==> src/axi_pkg.sv <==
package axi_pkg;

	// Field widths of the core bus
	typedef logic [31:0] addr_t;
	typedef logic [31:0] data_t;
	typedef logic [3:0]  strb_t;
	typedef logic [1:0]  resp_t;
	typedef logic [7:0]  len_t;   // Beats minus one
	typedef logic [2:0]  size_t;  // log2 of bytes per beat
	typedef logic [1:0]  burst_t;

	localparam resp_t resp_okay   = 2'd0;
	localparam resp_t resp_decerr = 2'd3;

	typedef struct packed {
		addr_t  addr;
		len_t   len;
		size_t  size;
		burst_t burst;
	} ar_t;

	typedef struct packed {
		data_t data;
		resp_t resp;
		logic  last;
	} r_t;

	// Writes are single beat, no len or burst needed
	typedef struct packed {
		addr_t addr;
		size_t size;
	} aw_t;

	typedef struct packed {
		data_t data;
		strb_t strb;
	} w_t;

	typedef struct packed {
		resp_t resp;
	} b_t;

endpackage

==> src/soc_map_pkg.sv <==
package soc_map_pkg;

	// CLINT window on the core bus
	localparam axi_pkg::addr_t clint_base  = 32'h0200_0000;
	localparam axi_pkg::addr_t clint_limit = 32'h0200_ffff;

	// Timer register offsets inside the window
	localparam logic [7:0] mtime_lo_off = 8'hf8;
	localparam logic [7:0] mtime_hi_off = 8'hfc;

	// Owner of the shared read path
	typedef enum logic [1:0] {
		GRANT_NONE,
		GRANT_IFU,
		GRANT_LSU
	} grant_e;

endpackage

==> src/clint.sv <==
`timescale 1ns/100ps

module clint #(
	parameter int tick_div = 2
) (
	input  logic         clock,
	input  logic         arst_n,
	input  axi_pkg::ar_t ar,
	input  logic         arvalid,
	output logic         arready,
	output axi_pkg::r_t  r,
	output logic         rvalid,
	input  logic         rready
);
	import axi_pkg::*;
	import soc_map_pkg::*;

	localparam int div_w = (tick_div > 1) ? $clog2(tick_div) : 1;

	typedef logic [63:0] mtime_t;

	mtime_t           mtime;
	logic [div_w-1:0] div_cnt;
	logic             tick;
	addr_t            offset;
	logic             ar_fire;

	assign tick = (div_cnt == div_w'(tick_div - 1));

	// Prescaler and free-running timer
	always_ff @(posedge clock or negedge arst_n) begin
		if (!arst_n) begin
			div_cnt <= '0;
			mtime   <= '0;
		end else if (tick) begin
			div_cnt <= '0;
			mtime   <= mtime + 1'b1;
		end else begin
			div_cnt <= div_cnt + 1'b1;
		end
	end

	assign offset  = ar.addr - clint_base;
	assign arready = !rvalid;  // One read at a time
	assign ar_fire = arvalid && arready;

	always_ff @(posedge clock or negedge arst_n) begin
		if (!arst_n) begin
			rvalid <= 1'b0;
		end else if (ar_fire) begin
			rvalid <= 1'b1;
		end else if (rvalid && rready) begin
			rvalid <= 1'b0;
		end
	end

	// Timer sampled at the address handshake
	always_ff @(posedge clock) begin
		if (ar_fire) begin
			r.last <= 1'b1;
			case (offset)
				addr_t'(mtime_lo_off): begin
					r.data <= mtime[31:0];
					r.resp <= resp_okay;
				end
				addr_t'(mtime_hi_off): begin
					r.data <= mtime[63:32];
					r.resp <= resp_okay;
				end
				default: begin
					r.data <= '0;
					r.resp <= resp_decerr;
				end
			endcase
		end
	end

endmodule

==> src/core_bus_top.sv <==
`timescale 1ns/100ps

module core_bus_top #(
	parameter int beat_cnt_w = 4,
	parameter int tick_div   = 2
) (
	input  logic         clock,
	input  logic         arst_n,

	input  axi_pkg::ar_t ifu_ar,
	input  logic         ifu_arvalid,
	output logic         ifu_arready,
	output axi_pkg::r_t  ifu_r,
	output logic         ifu_rvalid,
	input  logic         ifu_rready,

	input  axi_pkg::ar_t lsu_ar,
	input  logic         lsu_arvalid,
	output logic         lsu_arready,
	output axi_pkg::r_t  lsu_r,
	output logic         lsu_rvalid,
	input  logic         lsu_rready,
	input  axi_pkg::aw_t lsu_aw,
	input  logic         lsu_awvalid,
	output logic         lsu_awready,
	input  axi_pkg::w_t  lsu_w,
	input  logic         lsu_wvalid,
	output logic         lsu_wready,
	output axi_pkg::b_t  lsu_b,
	output logic         lsu_bvalid,
	input  logic         lsu_bready,

	output axi_pkg::ar_t io_ar,
	output logic         io_arvalid,
	input  logic         io_arready,
	input  axi_pkg::r_t  io_r,
	input  logic         io_rvalid,
	output logic         io_rready,
	output axi_pkg::aw_t io_aw,
	output logic         io_awvalid,
	input  logic         io_awready,
	output axi_pkg::w_t  io_w,
	output logic         io_wvalid,
	output logic         io_wlast,
	input  logic         io_wready,
	input  axi_pkg::b_t  io_b,
	input  logic         io_bvalid,
	output logic         io_bready
);
	import axi_pkg::*;

	// Switch to timer
	ar_t  clint_ar;
	logic clint_arvalid;
	logic clint_arready;
	r_t   clint_r;
	logic clint_rvalid;
	logic clint_rready;

	xbar #(
		.beat_cnt_w(beat_cnt_w)
	) xbar0 (
		.clock        (clock),
		.arst_n       (arst_n),
		.ifu_ar       (ifu_ar),
		.ifu_arvalid  (ifu_arvalid),
		.ifu_arready  (ifu_arready),
		.ifu_r        (ifu_r),
		.ifu_rvalid   (ifu_rvalid),
		.ifu_rready   (ifu_rready),
		.lsu_ar       (lsu_ar),
		.lsu_arvalid  (lsu_arvalid),
		.lsu_arready  (lsu_arready),
		.lsu_r        (lsu_r),
		.lsu_rvalid   (lsu_rvalid),
		.lsu_rready   (lsu_rready),
		.lsu_aw       (lsu_aw),
		.lsu_awvalid  (lsu_awvalid),
		.lsu_awready  (lsu_awready),
		.lsu_w        (lsu_w),
		.lsu_wvalid   (lsu_wvalid),
		.lsu_wready   (lsu_wready),
		.lsu_b        (lsu_b),
		.lsu_bvalid   (lsu_bvalid),
		.lsu_bready   (lsu_bready),
		.io_ar        (io_ar),
		.io_arvalid   (io_arvalid),
		.io_arready   (io_arready),
		.io_r         (io_r),
		.io_rvalid    (io_rvalid),
		.io_rready    (io_rready),
		.io_aw        (io_aw),
		.io_awvalid   (io_awvalid),
		.io_awready   (io_awready),
		.io_w         (io_w),
		.io_wvalid    (io_wvalid),
		.io_wlast     (io_wlast),
		.io_wready    (io_wready),
		.io_b         (io_b),
		.io_bvalid    (io_bvalid),
		.io_bready    (io_bready),
		.clint_ar     (clint_ar),
		.clint_arvalid(clint_arvalid),
		.clint_arready(clint_arready),
		.clint_r      (clint_r),
		.clint_rvalid (clint_rvalid),
		.clint_rready (clint_rready)
	);

	clint #(
		.tick_div(tick_div)
	) clint0 (
		.clock  (clock),
		.arst_n (arst_n),
		.ar     (clint_ar),
		.arvalid(clint_arvalid),
		.arready(clint_arready),
		.r      (clint_r),
		.rvalid (clint_rvalid),
		.rready (clint_rready)
	);

endmodule

==> src/read_arbiter.sv <==
`timescale 1ns/100ps

module read_arbiter #(
	parameter int beat_cnt_w = 4
) (
	input  logic                clock,
	input  logic                arst_n,
	input  logic                ifu_req,
	input  logic                lsu_req,
	input  logic                ar_fire,
	input  axi_pkg::len_t       ar_len,
	input  logic                r_fire,
	input  logic                r_done,
	output soc_map_pkg::grant_e grant,
	output logic                last_beat
);
	import soc_map_pkg::*;

	logic [beat_cnt_w-1:0] beat_cnt;
	grant_e                grant_next;

	assign last_beat = (beat_cnt == '0);

	always_comb begin
		grant_next = grant;
		case (grant)
			GRANT_NONE: begin
				if (ifu_req) begin  // Fetch wins a tie
					grant_next = GRANT_IFU;
				end else if (lsu_req) begin
					grant_next = GRANT_LSU;
				end
			end
			GRANT_IFU,
			GRANT_LSU: begin
				if (r_done && last_beat) begin
					grant_next = GRANT_NONE;
				end
			end
			default: begin
				grant_next = GRANT_NONE;
			end
		endcase
	end

	always_ff @(posedge clock or negedge arst_n) begin
		if (!arst_n) begin
			grant <= GRANT_NONE;
		end else begin
			grant <= grant_next;
		end
	end

	// Loaded with the burst length, counted down per SoC beat
	always_ff @(posedge clock or negedge arst_n) begin
		if (!arst_n) begin
			beat_cnt <= '0;
		end else if (ar_fire) begin
			beat_cnt <= ar_len[beat_cnt_w-1:0];
		end else if (r_fire && !last_beat) begin
			beat_cnt <= beat_cnt - 1'b1;
		end
	end

	// A beat at count zero has to close the burst, never borrow below zero
	a_no_underflow: assert property (@(posedge clock) disable iff (!arst_n)
		r_fire && last_beat |=> grant == GRANT_NONE);

	a_grant_held: assert property (@(posedge clock) disable iff (!arst_n)
		beat_cnt != '0 |=> $stable(grant));

endmodule

==> src/xbar.sv <==
`timescale 1ns/100ps

module xbar #(
	parameter int beat_cnt_w = 4
) (
	input  logic         clock,
	input  logic         arst_n,

	input  axi_pkg::ar_t ifu_ar,
	input  logic         ifu_arvalid,
	output logic         ifu_arready,
	output axi_pkg::r_t  ifu_r,
	output logic         ifu_rvalid,
	input  logic         ifu_rready,

	input  axi_pkg::ar_t lsu_ar,
	input  logic         lsu_arvalid,
	output logic         lsu_arready,
	output axi_pkg::r_t  lsu_r,
	output logic         lsu_rvalid,
	input  logic         lsu_rready,
	input  axi_pkg::aw_t lsu_aw,
	input  logic         lsu_awvalid,
	output logic         lsu_awready,
	input  axi_pkg::w_t  lsu_w,
	input  logic         lsu_wvalid,
	output logic         lsu_wready,
	output axi_pkg::b_t  lsu_b,
	output logic         lsu_bvalid,
	input  logic         lsu_bready,

	output axi_pkg::ar_t io_ar,
	output logic         io_arvalid,
	input  logic         io_arready,
	input  axi_pkg::r_t  io_r,
	input  logic         io_rvalid,
	output logic         io_rready,
	output axi_pkg::aw_t io_aw,
	output logic         io_awvalid,
	input  logic         io_awready,
	output axi_pkg::w_t  io_w,
	output logic         io_wvalid,
	output logic         io_wlast,
	input  logic         io_wready,
	input  axi_pkg::b_t  io_b,
	input  logic         io_bvalid,
	output logic         io_bready,

	output axi_pkg::ar_t clint_ar,
	output logic         clint_arvalid,
	input  logic         clint_arready,
	input  axi_pkg::r_t  clint_r,
	input  logic         clint_rvalid,
	output logic         clint_rready
);
	import axi_pkg::*;
	import soc_map_pkg::*;

	grant_e grant;
	logic   ifu_granted;
	logic   lsu_granted;
	logic   lsu_clint_hit;  // Live decode of the LSU address
	logic   clint_sel;      // Route held for the LSU response
	logic   ar_fire;
	logic   r_fire;
	logic   r_done;

	assign ifu_granted   = (grant == GRANT_IFU);
	assign lsu_granted   = (grant == GRANT_LSU);
	assign lsu_clint_hit = (lsu_ar.addr >= clint_base) && (lsu_ar.addr <= clint_limit);

	assign io_arvalid    = ifu_granted && ifu_arvalid
		|| lsu_granted && !lsu_clint_hit && lsu_arvalid;
	assign clint_arvalid = lsu_granted && lsu_clint_hit && lsu_arvalid;
	assign ifu_arready   = ifu_granted && io_arready;
	assign lsu_arready   = lsu_granted && (lsu_clint_hit ? clint_arready : io_arready);

	always_comb begin
		if (ifu_granted) begin
			io_ar      = ifu_ar;
			io_ar.size = size_t'(2);  // Fetch is always a full word
		end else begin
			io_ar     = lsu_ar;
			io_ar.len = '0;
		end
	end
	assign clint_ar = lsu_ar;

	always_ff @(posedge clock or negedge arst_n) begin
		if (!arst_n) begin
			clint_sel <= 1'b0;
		end else if (lsu_arvalid && lsu_arready) begin
			clint_sel <= lsu_clint_hit;
		end
	end

	assign ifu_r        = io_r;
	assign lsu_r        = clint_sel ? clint_r : io_r;
	assign ifu_rvalid   = ifu_granted && io_rvalid;
	assign lsu_rvalid   = lsu_granted && (clint_sel ? clint_rvalid : io_rvalid);
	assign io_rready    = ifu_granted && ifu_rready || lsu_granted && !clint_sel && lsu_rready;
	assign clint_rready = lsu_granted && clint_sel && lsu_rready;

	assign ar_fire = ifu_arvalid && ifu_arready || lsu_arvalid && lsu_arready;
	assign r_fire  = io_rvalid && io_rready;
	assign r_done  = ifu_rvalid && ifu_rready || lsu_rvalid && lsu_rready;

	read_arbiter #(
		.beat_cnt_w(beat_cnt_w)
	) arb0 (
		.clock    (clock),
		.arst_n   (arst_n),
		.ifu_req  (ifu_arvalid),
		.lsu_req  (lsu_arvalid),
		.ar_fire  (ar_fire),
		.ar_len   (io_ar.len),
		.r_fire   (r_fire),
		.r_done   (r_done),
		.grant    (grant),
		.last_beat()
	);

	// Writes go straight to the SoC
	assign io_aw       = lsu_aw;
	assign io_awvalid  = lsu_awvalid;
	assign lsu_awready = io_awready;
	assign io_w        = lsu_w;
	assign io_wvalid   = lsu_wvalid;
	assign io_wlast    = lsu_wvalid;  // Single beat
	assign lsu_wready  = io_wready;
	assign lsu_b       = io_b;
	assign lsu_bvalid  = io_bvalid;
	assign io_bready   = lsu_bready;

	a_one_target: assert property (@(posedge clock) disable iff (!arst_n)
		!(io_arvalid && clint_arvalid));

endmodule
==> config.mk <==
export PLATFORM = sky130hd
export DESIGN_NAME = core_bus_top
export DESIGN_NICKNAME = d
export VERILOG_FILES = /design/src/axi_pkg.sv /design/src/soc_map_pkg.sv /design/src/clint.sv /design/src/core_bus_top.sv /design/src/read_arbiter.sv /design/src/xbar.sv
export SDC_FILE = /design/constraint.sdc
export NUM_CORES = 1
export LEC_CHECK = 0
export ABC_CLOCK_PERIOD_IN_PS = 8000
export BUFFER_PORTS_ARGS = -buffer_cell sky130_fd_sc_hd__buf_4
export CAP_MARGIN = 25
export CORE_MARGIN = 10
export CORE_UTILIZATION = 30
export DETAILED_ROUTE_END_ITERATION = 10
export PLACE_DENSITY = 0.61
export RECOVER_POWER = 50
export SLEW_MARGIN = 20
export SYNTH_ARGS = -nofsm -noshare
export SYNTH_HDL_FRONTEND = slang
export SYNTH_HIERARCHICAL = 1
export SYNTH_SLANG_ARGS = --single-unit
==> constraint.sdc <==
create_clock -name clock -period 8 [get_ports clock]
set_input_delay 0.4 -clock clock [delete_from_list [all_inputs] [get_ports clock]]
set_output_delay 0.4 -clock clock [all_outputs]
set_load 0.005 [all_outputs]
# Word level (Yosys, flattened, before mapping)
# Cells that the tools add are included.
[op_classes]
addsub = 4
order_cmp = 2
n_eq_ne = 6
muxes = 14
n_reduce_logical = 38
[op_table]
columns = ["op", "count"]
rows = [
  ["34-bit case mux with 2 select lines", 1],
  ["64-bit by 1-bit adder with 64-bit output, second input constant", 1],
  ["32-bit by 8-bit equality test with 1-bit output, second input constant", 2],
  ["45-bit 2-to-1 mux", 1],
  ["35-bit 2-to-1 mux", 1],
  ["32-bit by 26-bit >= comparator with 1-bit output, second input constant", 1],
  ["32-bit by 26-bit less-or-equal comparator with 1-bit output, second input constant", 1],
  ["32-bit by 26-bit subtractor with 32-bit output, second input constant", 1],
  ["1-bit logical AND", 24],
  ["4-bit 2-to-1 mux", 2],
  ["2-bit 2-to-1 mux", 3],
  ["1-bit 2-to-1 mux", 5],
  ["1-bit zero test", 4],
  ["4-bit zero test", 1],
  ["1-bit logical OR", 4],
  ["2-bit case mux with 2 select lines", 1],
  ["2-bit nonzero test", 2],
  ["4-bit by 1-bit subtractor with 4-bit output, second input constant", 1],
  ["3-bit inequality test, second input constant", 1],
  ["2-bit by 1-bit equality test with 1-bit output, second input constant", 1],
  ["2-bit equality test, second input constant", 1],
  ["2-bit zero test", 1],
  ["2-bit inequality test, second input constant", 1],
  ["2-bit AND reduction", 1],
  ["other kinds (2)", 2],
]
[word_totals]
reg_bits = 107
out_inout_bits = 201
word_cells = 72

# Longest topological paths before layout
# Gate-level depths: netlist of run 1.
[logic_depth]
ltp_word = 8
depth_mapped = 9

# Cells and area by module
# Netlist of run 1, hierarchy kept.
[by_module_without_submodules]
columns = ["mod", "instances", "cells_per_inst", "area_each_um2"]
rows = [
  ["clint", 1, 425, 4730.8],
  ["xbar", 1, 281, 2363.5],
  ["read_arbiter", 1, 42, 372.9],
]

# Worst setup path before layout of run 1
# No wires, ideal clock.
[synth_path]
path_kind = "input port to flip-flop"
startpoint = "input lsu_ar[40] in the netlist's numbering"
endpoint = "register clint0/r[10] in the netlist's numbering, enable pin"
arrival_ns = 2.493
slack_ns = 5.079
cell_stages = 4
path_buffers = 0
cell_sequence = "nor4b_2 nand4_1 nor2_1 nor2b_1"
[synth_between]
elab_chain_len = 5
word_cells_on_any_way = 6
cone_classes = "order compare: 2; reduce/logical: 4"
[synth_rtl]
columns = ["item", "line", "text"]
rows = [
  ["start: declaration", "core_bus_top.sv:17", "input axi_pkg::ar_t lsu_ar,"],
  ["32-bit by 26-bit >= comparator with 1-bit output or 32-bit by 26-bit less-or-equal comparator with 1-bit output (tied branches)", "xbar.sv:70", "assign lsu_clint_hit = (lsu_ar.addr >= clint_base) && (lsu_ar.addr <= clint_limit);"],
  ["1-bit logical AND *", "xbar.sv:70", ""],
  ["1-bit logical AND * (2 in series)", "xbar.sv:74", "assign clint_arvalid = lsu_granted && lsu_clint_hit && lsu_arvalid;"],
  ["net clint_arvalid", "core_bus_top.sv:54", "logic clint_arvalid;"],
  ["1-bit logical AND *", "clint.sv:45", "assign ar_fire = arvalid && arready;"],
  ["net clint0.ar_fire", "clint.sv:26", "logic ar_fire;"],
  ["end: declaration", "clint.sv:11", "output axi_pkg::r_t r,"],
]
# The timed path passes the listed nets; every way through them passes the cells marked *.
# A chain may end at the register's enable or synchronous reset.

==> results.sh, run 1 <==
export IMPL_ios=413
export IMPL_antenna_found_initial=0
export IMPL_cts_tree="built"
export IMPL_preCtsSetupSlack_ns=5.38
export IMPL_dr_pass1_iters=4
export IMPL_pwr_density_cell_mw_per_mm2=171
export IMPL_min_from="io_arready"
export IMPL_max_freq_mhz=249
export IMPL_hold_path_depth=4
export IMPL_antenna_cells=0
export IMPL_grtUsageMet1_pct=14.9
export IMPL_met3_usage_pct=4.33
export IMPL_fin_crit_sh_pct=50.2
export IMPL_syn_area_sq_mm=0.00737
export IMPL_hold_end="xbar0/clint_sel"
export IMPL_die_w_um=177
export IMPL_timing_reg2reg_setup_slack_ns=5.18
export IMPL_timing_rr_start="clint0/div_cnt"
export IMPL_finalNonFillerCells=1151
export IMPL_maxCapViolCount=2
export IMPL_clkLatencyLatePin_ns=0.35
export IMPL_fillers=2472
export IMPL_num_rows=57
export IMPL_top_usage_layer="met2"
export IMPL_htreeDepth=3
export IMPL_cts_sinks=106
export IMPL_totalWireLength_um=22000
export IMPL_hold_class="input pin to flop"
export IMPL_violations="max-capacitance violations, max-slew violations"
export IMPL_die_h_um=177
export IMPL_clk_pin_slew_worst_paths_ns=0.07
export IMPL_syn_nets=951
export IMPL_tightest_slew_ns=2.55
export IMPL_cts_buffers_inserted=9
export IMPL_power_leakage_uw=0.00369
export IMPL_area_delta_synth_final_pct=17.1
export IMPL_met2_usage_pct=23.7
export IMPL_reg2regPathDepth=5
export IMPL_avgSynthCellArea_sq_um=10.0
export IMPL_worstReg2RegEnd="clint0/mtime[49]"
export IMPL_io_buffer_count=242
export IMPL_finalHoldViolations=0
export IMPL_num_vias=5379
export IMPL_layout_nets=1038
export IMPL_start_util_pct=30.4
export IMPL_viasPerCell=4.67
export IMPL_relSlewSlack_pct=-69.9
export IMPL_cts_max_path_buffers=2
export IMPL_ctsResizeCount=0
export IMPL_crit_path_start_kind="input pin"
export IMPL_grt_pass1_vias=5517
export IMPL_status="finished with violations"
export IMPL_gr_total_overflow=0
export IMPL_clockRootBuffer="clkbuf_16"
export IMPL_path_class="input pin to asynchronous set/reset pin"
export IMPL_fin_ws_ns=3.98
export IMPL_grtUsageTotal_pct=13.3
export IMPL_skew_ns=0.0128
export IMPL_drc=0
export IMPL_end_kind="asynchronous set/reset pin"
export IMPL_cp_arrival_ns=3.93
export IMPL_wl_per_cell_um=19.1
export IMPL_setup_viol=0
export IMPL_drt_iter0_drc=288
export IMPL_ys_warn_count=6
export IMPL_drive_above_1_share_pct=40.5
export IMPL_hpwlAfterDp_um=17800
export IMPL_drv_slew=88
export IMPL_coreArea_sq_mm=0.0242
export IMPL_irDropWorstVdd_uv=105
export IMPL_grt_pass1_wl_um=32800
export IMPL_antenna_left=0
export IMPL_syn_inst=735
export IMPL_finalSetupTns_ns=0
export IMPL_gp_congestion=0.864
export IMPL_cp_max_fo=46
export IMPL_rsz0062_at_grt="false"
export IMPL_min_period_ns=4.02
export IMPL_required_ns=7.91
export IMPL_die_area_sq_mm=0.0312
export IMPL_grt_max_degree=74
export IMPL_dp_cells=1132
[area by class of cell]
class	count	area, sq um	share of cell area (%)
clock buffers	10	229	2.65
clock inverters	6	48.8	0.565
inverters	22	82.6	0.957
multi-input cells	436	3220	37.3
flip-flops and latches	106	2820	32.7
well taps	324	405	4.70
repair buffers	247	1830	21.2
[through the flow]
stage / power [uW] / utilization, % / instance area, sq um / hold WS, ns
3_3_place_gp: 1060 / 34.5 / 8370 / 0.455
3_5_place_dp: 1070 / 34.5 / 8370 / 0.462
4_1_cts: 1490 / 35.7 / 8650 / 0.232
6_report: 1470 / 35.6 / 8630 / 0.352
5_1_grt: 1550 / 35.6 / 8630 / 0.369
2_1_floorplan: 888 / - / 7370 / 0.104
[critical path, cell delays in order]
cell and delay (ns):
dlygate4sd3_1 0.53, clkbuf_1 1.08, clkbuf_1 1.88
[state kept, by name, indices dropped and copies added (netlist names)]
signal               flops
clint0/div_cnt           1
clint0/mtime            64
clint0/r                33
clint0/rvalid            1
xbar0/arb0/beat_cnt      4
xbar0/arb0/grant         2
xbar0/clint_sel          1
[power breakdown]
part           total (uW)  internal [uW]  switching, uW
sequential            588            570           17.5
combinational         458            264            194
clock                 426            215            211
total                1470           1050            423
[what timing repair did]
| item | 4_1_cts | 5_1_grt |
|---|---|---|
| endpoints found under the setup margin | 0 | 0 |
| endpoints found under the hold margin | 0 | 8 |
| setup buffers | 0 | 0 |
| hold buffers | 0 | 1 |
[layout by cell type (no fill, tap or decap), drive strengths merged, types with 13 or more instances in the layout]
cell      n
nand4    28
inv      23
nand2    33
nand3    33
buf     208
dfrtp    73
xnor2    33
edfxtp   33
clkbuf   48
and2     13
nor2     66
mux2i    34
xor2     31
nor4     21
mux2     70
nor3     17
[worst max-delay path by stage]
| stage | startpoint | end | cells after the start |
|---|---|---|---|
| finish | arst_n | xbar0/arb0/beat_cnt[0] | 3 |
| global route | arst_n | xbar0/arb0/beat_cnt[0] | 3 |
| CTS | xbar0/arb0/grant[0] | io_ar[16] | 4 |
| detailed placement | lsu_ar[32] | clint0/r[3] | 5 |
| global placement | lsu_ar[32] | clint0/r[3] | 5 |
| floorplan | lsu_ar[40] | clint0/r[10] | 4 |
[per-layer routing]
metal  wire length, um  vias to the layer above
met5                 0                        -
met4               251                        0
met2             11200                      249
met3              1920                       13
li1                  -                     2563
met1              8610                     2554
Note: power is estimated with default switching activity, not from simulation.
==> inputs of run 2 (changes only) <==
ABC_AREA = 1   (was not set)
ABC_CLOCK_PERIOD_IN_PS = 3500   (was 8000)
PLACE_DENSITY = 0.62   (was 0.61)
clock period = 3.5 ns   (was 8 ns; I/O delays follow)
==> run 2 against run 1 <==
Compared with the run above:
- critical path depth increased by 8
- via count increased by 39%
- the flow still finishes with violations (max-capacitance violations, max-slew violations)
- combinational power grew to 2.7 times the previous value
- worst setup slack worse by 3.2 ns
==> results.sh, run 2 <==
export IMPL_required_ns=3.71
export IMPL_whs_ns=0.114
export IMPL_antenna_cells=0
export IMPL_rsz0062_at_grt="false"
export IMPL_dp_cells=1603
export IMPL_p_sw_uw=1160
export IMPL_coreArea_sq_mm=0.0269
export IMPL_timing_rr_start="clint0/div_cnt"
export IMPL_met3_usage_pct=5.25
export IMPL_grt_pass1_vias=7259
export IMPL_status="finished with violations"
export IMPL_min_from="lsu_arvalid"
export IMPL_max_freq_mhz=374
export IMPL_top_regs="clint0/mtime (64), clint0/r (33), xbar0/arb0/beat_cnt (4)"
export IMPL_grtUsageMet1_pct=19.6
export IMPL_min_period_ns=2.67
export IMPL_die_w_um=185
export IMPL_reg2regPathDepth=10
export IMPL_internal_power_uw=2440
export IMPL_clkLatencyLatePin_ns=0.36
export IMPL_fin_crit_sh_pct=76.4
export IMPL_mostFrequentLayoutCell="nand2_1"
export IMPL_power_frac_comb_pct=34.4
export IMPL_setup_viol=0
export IMPL_finalSetupTns_ns=0
export IMPL_critPathLaunch="lsu_ar[39]"
export IMPL_irDropWorstVdd_uv=230
export IMPL_drv_slew=34
export IMPL_violations="max-capacitance violations, max-slew violations"
export IMPL_pwr_share_seq_pct=37.0
export IMPL_totalWireLength_um=31100
export IMPL_num_rows=60
export IMPL_syn_nets=1404
export IMPL_end_kind="flop"
export IMPL_largest_register_ffs=64
export IMPL_clockRootBuffer="clkbuf_16"
export IMPL_grt_pass1_wl_um=44500
export IMPL_fillers=2887
export IMPL_antenna_found_initial=0
export IMPL_num_vias=7484
export IMPL_layout_common_cells="nand2_1, buf_4, nor2_1, inv_1, dfrtp_1"
export IMPL_syn_area_sq_mm=0.00817
export IMPL_die_area_sq_mm=0.0342
export IMPL_avgSynthCellArea_sq_um=6.87
export IMPL_cts_buffers_inserted=9
export IMPL_hold_path_depth=3
export IMPL_drive_above_1_share_pct=23.0
export IMPL_hpwlAfterDp_um=26200
export IMPL_clk_pin_slew_worst_paths_ns=0.07
export IMPL_grtUsageTotal_pct=17.2
export IMPL_utilization_pct=35.2
export IMPL_swShare_pct=32.3
export IMPL_gr_total_overflow=0
export IMPL_crit_path_start_kind="input pin"
export IMPL_power_leakage_uw=0.00495
export IMPL_antenna_left=0
export IMPL_finalNonFillerCells=1621
export IMPL_relSlewSlack_pct=-9.69
export IMPL_hold_class="input pin to flop"
export IMPL_post_cts_buffers=0
export IMPL_timing_reg2reg_setup_slack_ns=1.46
export IMPL_finalPower_uw=3600
export IMPL_met2_usage_pct=30.8
export IMPL_regMostFlops="clint0/mtime"
export IMPL_grt_max_degree=74
export IMPL_die_h_um=185
export IMPL_htreeDepth=3
export IMPL_cts_sinks=106
export IMPL_cp_max_fo=33
export IMPL_tightest_slew_ns=1.65
export IMPL_ctsResizeCount=0
export IMPL_start_util_pct=30.4
export IMPL_layout_nets=1491
export IMPL_ys_warn_count=6
export IMPL_io_buffer_count=242
export IMPL_drc=0
export IMPL_cts_tree="built"
export IMPL_finalHoldViolations=0
export IMPL_power_frac_clock_pct=28.6
export IMPL_dr_pass1_iters=5
export IMPL_cts_max_path_buffers=2
export IMPL_path_class="input pin to flop"
export IMPL_pwr_density_cell_mw_per_mm2=380
export IMPL_skew_ns=0.0106
export IMPL_drt_iter0_drc=569
export IMPL_cp_arrival_ns=2.88
export IMPL_syn_inst=1188
export IMPL_top_usage_layer="met2"
export IMPL_gp_congestion=0.956
export IMPL_wl_per_cell_um=19.2
export IMPL_viasPerCell=4.62
export IMPL_ios=413
export IMPL_area_delta_synth_final_pct=16.0
export IMPL_maxCapViolCount=1
[run 2: worst max-delay path, stage by stage]
cell      delay [ns]
clkbuf_1        0.16
inv_1           0.06
ha_1            0.27
nand2_1         0.05
nor3_1          0.13
nand3_1         0.10
nor2_1          0.16
and2_0          0.17
clkbuf_1        1.19
nand2_1         0.22
nand2_1         0.16
[run 2: per-stage QoR]
step	setup slack (ns)	area [sq um]
6_report	0.826	9470
3_5_place_dp	1.57	9200
4_1_cts	1.38	9500
5_1_grt	0.642	9470
2_1_floorplan	1.64	8170
3_3_place_gp	1.58	9200
[run 2: metal layers]
layer  wire length (um)  up-vias  share of wire, %
li1                   -     3666                 -
met1              11900     3474                38
met2              15700      322                51
met3               3100       22                10
met4                327        0               1.1
met5                  0        -                 0
[run 2: power by group through the flow]
stage	clock network (uW)	registers (uW)	logic, uW
after global routing	1090	1330	1370
after CTS	1050	1330	1260
after floorplan	0	1350	697
after detailed placement	0	1360	1250
after global placement	0	1350	1240
final	1030	1330	1240
[run 2: repair_timing]
| action | in CTS | in global routing |
|---|---|---|
| hold endpoints to repair | 0 | 17 |
| setup endpoints to repair | 0 | 0 |
| hold buffers | 0 | 1 |
[run 2: cell type report]
type	count	area, sq um	area share [%]
clock buffer	12	279	2.95
clock inverter	4	22.5	0.238
inverter	108	405	4.28
multi-input combinational	800	3690	38.9
sequential	106	2820	29.7
tap	341	427	4.50
timing repair buffer	250	1840	19.4
[run 2: path summary, 6_finish.rpt]
path | to
worst max-delay path | clint0/r[18]
worst min-delay path | xbar0/arb0/grant[1]
worst max register to register | clint0/mtime[52]
worst min register to register | clint0/mtime[6]
max in group asynchronous | xbar0/arb0/beat_cnt[1]
min in group asynchronous | clint0/mtime[22]
==> inputs of run 3 (changes only) <==
ABC_CLOCK_PERIOD_IN_PS = 2570   (was 3500)
PLACE_DENSITY = 0.59   (was 0.62)
clock period = 2.57 ns   (was 3.5 ns; I/O delays follow)
==> run 3 against run 2 <==
Compared with the run above:
- the run still ends with max-capacitance violations, max-slew violations left
- register-to-register slack got worse by 0.85 ns
- clock skew is 0.0031 ns lower
- worst setup slack worse by 0.35 ns
- cell count grew 0.12%
- cell area up 0.25%
- sequential power increased by 36%
- via count shrank 0.52%
- total power up 41%
- largest cell class unchanged
- clock power increased by 50%
- sequential cell count unchanged
- critical path depth down 6
==> results.sh, run 3 (synthesized netlist as in run 2, its figures left out) <==
export IMPL_hpwlAfterDp_um=27000
export IMPL_clockRootBuffer="clkbuf_16"
export IMPL_regMostFlops="clint0/mtime"
export IMPL_crit_path_start_kind="flop"
export IMPL_required_ns=2.44
export IMPL_finalNonFillerCells=1623
export IMPL_area_delta_synth_final_pct=16.3
export IMPL_min_from="lsu_arvalid"
export IMPL_htreeDepth=3
export IMPL_skew_ns=0.00759
export IMPL_cp_max_fo=36
export IMPL_totalWireLength_um=31800
export IMPL_start_util_pct=30.4
export IMPL_largest_register_ffs=64
export IMPL_grt_max_degree=74
export IMPL_grtUsageTotal_pct=17.9
export IMPL_preCtsSetupSlack_ns=0.634
export IMPL_drt_iter0_drc=540
export IMPL_min_period_ns=2.09
export IMPL_num_vias=7445
export IMPL_slowest_stage="dfrtp_1"
export IMPL_dp_cells=1605
export IMPL_timing_rr_start="clint0/mtime[0]"
export IMPL_cts_tree="built"
export IMPL_finalSetupTns_ns=0
export IMPL_drive_above_1_share_pct=22.6
export IMPL_cts_buffers_inserted=9
export IMPL_pwr_density_cell_mw_per_mm2=534
export IMPL_drc=0
export IMPL_whs_ns=0.0486
export IMPL_hold_path_depth=3
export IMPL_dr_pass1_iters=5
export IMPL_rsz0062_at_grt="false"
export IMPL_fin_crit_sh_pct=81.4
export IMPL_relSlewSlack_pct=-0.378
export IMPL_grt_pass1_vias=7234
export IMPL_antenna_left=0
export IMPL_path_class="flop to primary output"
export IMPL_timing_reg2reg_setup_slack_ns=0.61
export IMPL_antenna_found_initial=0
export IMPL_end_kind="primary output"
export IMPL_layout_common_cells="nand2_1, buf_4, nor2_1, inv_1, dfrtp_1"
export IMPL_max_freq_mhz=478
export IMPL_hold_class="input pin to flop"
export IMPL_die_w_um=185
export IMPL_irDropWorstVdd_uv=301
export IMPL_gr_total_overflow=0
export IMPL_power_leakage_uw=0.00496
export IMPL_clkLatencyLatePin_ns=0.36
export IMPL_layout_nets=1493
export IMPL_fin_ws_ns=0.479
export IMPL_hold_end="xbar0/arb0/grant[1]"
export IMPL_die_h_um=185
export IMPL_top_regs="clint0/mtime (64), clint0/r (33), xbar0/arb0/beat_cnt (4)"
export IMPL_mostFrequentLayoutCell="nand2_1"
export IMPL_cp_arrival_ns=1.96
export IMPL_worstReg2RegEnd="clint0/mtime[60]"
export IMPL_wl_per_cell_um=19.6
export IMPL_drv_slew=22
export IMPL_coreArea_sq_mm=0.0269
export IMPL_viasPerCell=4.59
export IMPL_hold_buffers=1
export IMPL_ios=413
export IMPL_maxCapViolCount=1
export IMPL_num_rows=60
export IMPL_antenna_cells=0
export IMPL_violations="max-capacitance violations, max-slew violations"
export IMPL_ctsResizeCount=0
export IMPL_clk_pin_slew_worst_paths_ns=0.07
export IMPL_post_cts_buffers=0
export IMPL_gp_congestion=0.966
export IMPL_status="finished with violations"
export IMPL_cts_max_path_buffers=2
export IMPL_setup_viol=0
export IMPL_tightest_slew_ns=1.51
export IMPL_io_buffer_count=242
export IMPL_die_area_sq_mm=0.0342
export IMPL_cts_sinks=106
export IMPL_finalHoldViolations=0
export IMPL_reg2regPathDepth=10
export IMPL_cp_cell_sequence="inv_1, buf_4, nand2_1, nand2_1, buf_4"
export IMPL_grt_pass1_wl_um=45800
export IMPL_slowest_delay_ns=0.59
[run 3: cell types whose count changed in the layout (fill, tap and decap cells not counted), moves of 2 or more]
cell,change
clkbuf_1,+4
bufinv_16,+2
clkbuf_16,-2
clkbuf_4,-2
clkbuf_8,+2
clkinv_2,-2
[run 3: worst max-delay path by stage]
stage | endpoint | from | slack, ns | cells past startpoint
finish | lsu_r[5] | xbar0/clint_sel | 0.48 | 5
global route | clint0/mtime[60] | clint0/mtime[1] | 0.31 | 10
CTS | lsu_r[5] | xbar0/clint_sel | 0.43 | 5
detailed placement | clint0/r[1] | lsu_ar[38] | 0.63 | 10
global placement | clint0/r[1] | lsu_ar[38] | 0.66 | 10
floorplan | clint0/r[10] | xbar0/arb0/grant[0] | 0.71 | 5
[run 3: cell type report]
class | instances | area (sq um)
clock inverter | 4 | 73.8
tap | 341 | 427
inverter | 108 | 405
timing repair buffer | 252 | 1850
fill | 2918 | 17400
clock buffer | 12 | 256
sequential | 106 | 2820
multi-input combinational | 800 | 3670
[run 3: report_power, final]
part           leakage [uW]  total (uW)  switching [uW]  internal, uW
Sequential          0.00138        1810            37.1          1780
Clock              0.000163        1540             633           908
Combinational       0.00342        1720             930           786
[run 3: stage by stage]
stage	area (sq um)	total power, uW	util, %
6_report	9500	5070	35.3
5_1_grt	9500	5370	35.3
2_1_floorplan	8170	2790	-
3_5_place_dp	9230	3610	34.3
3_3_place_gp	9230	3600	34.3
4_1_cts	9570	5160	35.6
[run 3: metal layers]
layer | vias up | GRT usage [%] | part of all wire (%)
met5 | - | 0.307 | 0
met1 | 3465 | 20.7 | 39
li1 | 3673 | - | -
met3 | 17 | 6.50 | 10
met2 | 290 | 31.2 | 50
met4 | 0 | 2.80 | 0.87
[run 3: critical path, delay by kind of cell, from the launching register on]
kind	cells	cell delay (ns)
flops	1	0.59
simple gates	2	0.27
buf+inv	3	0.73
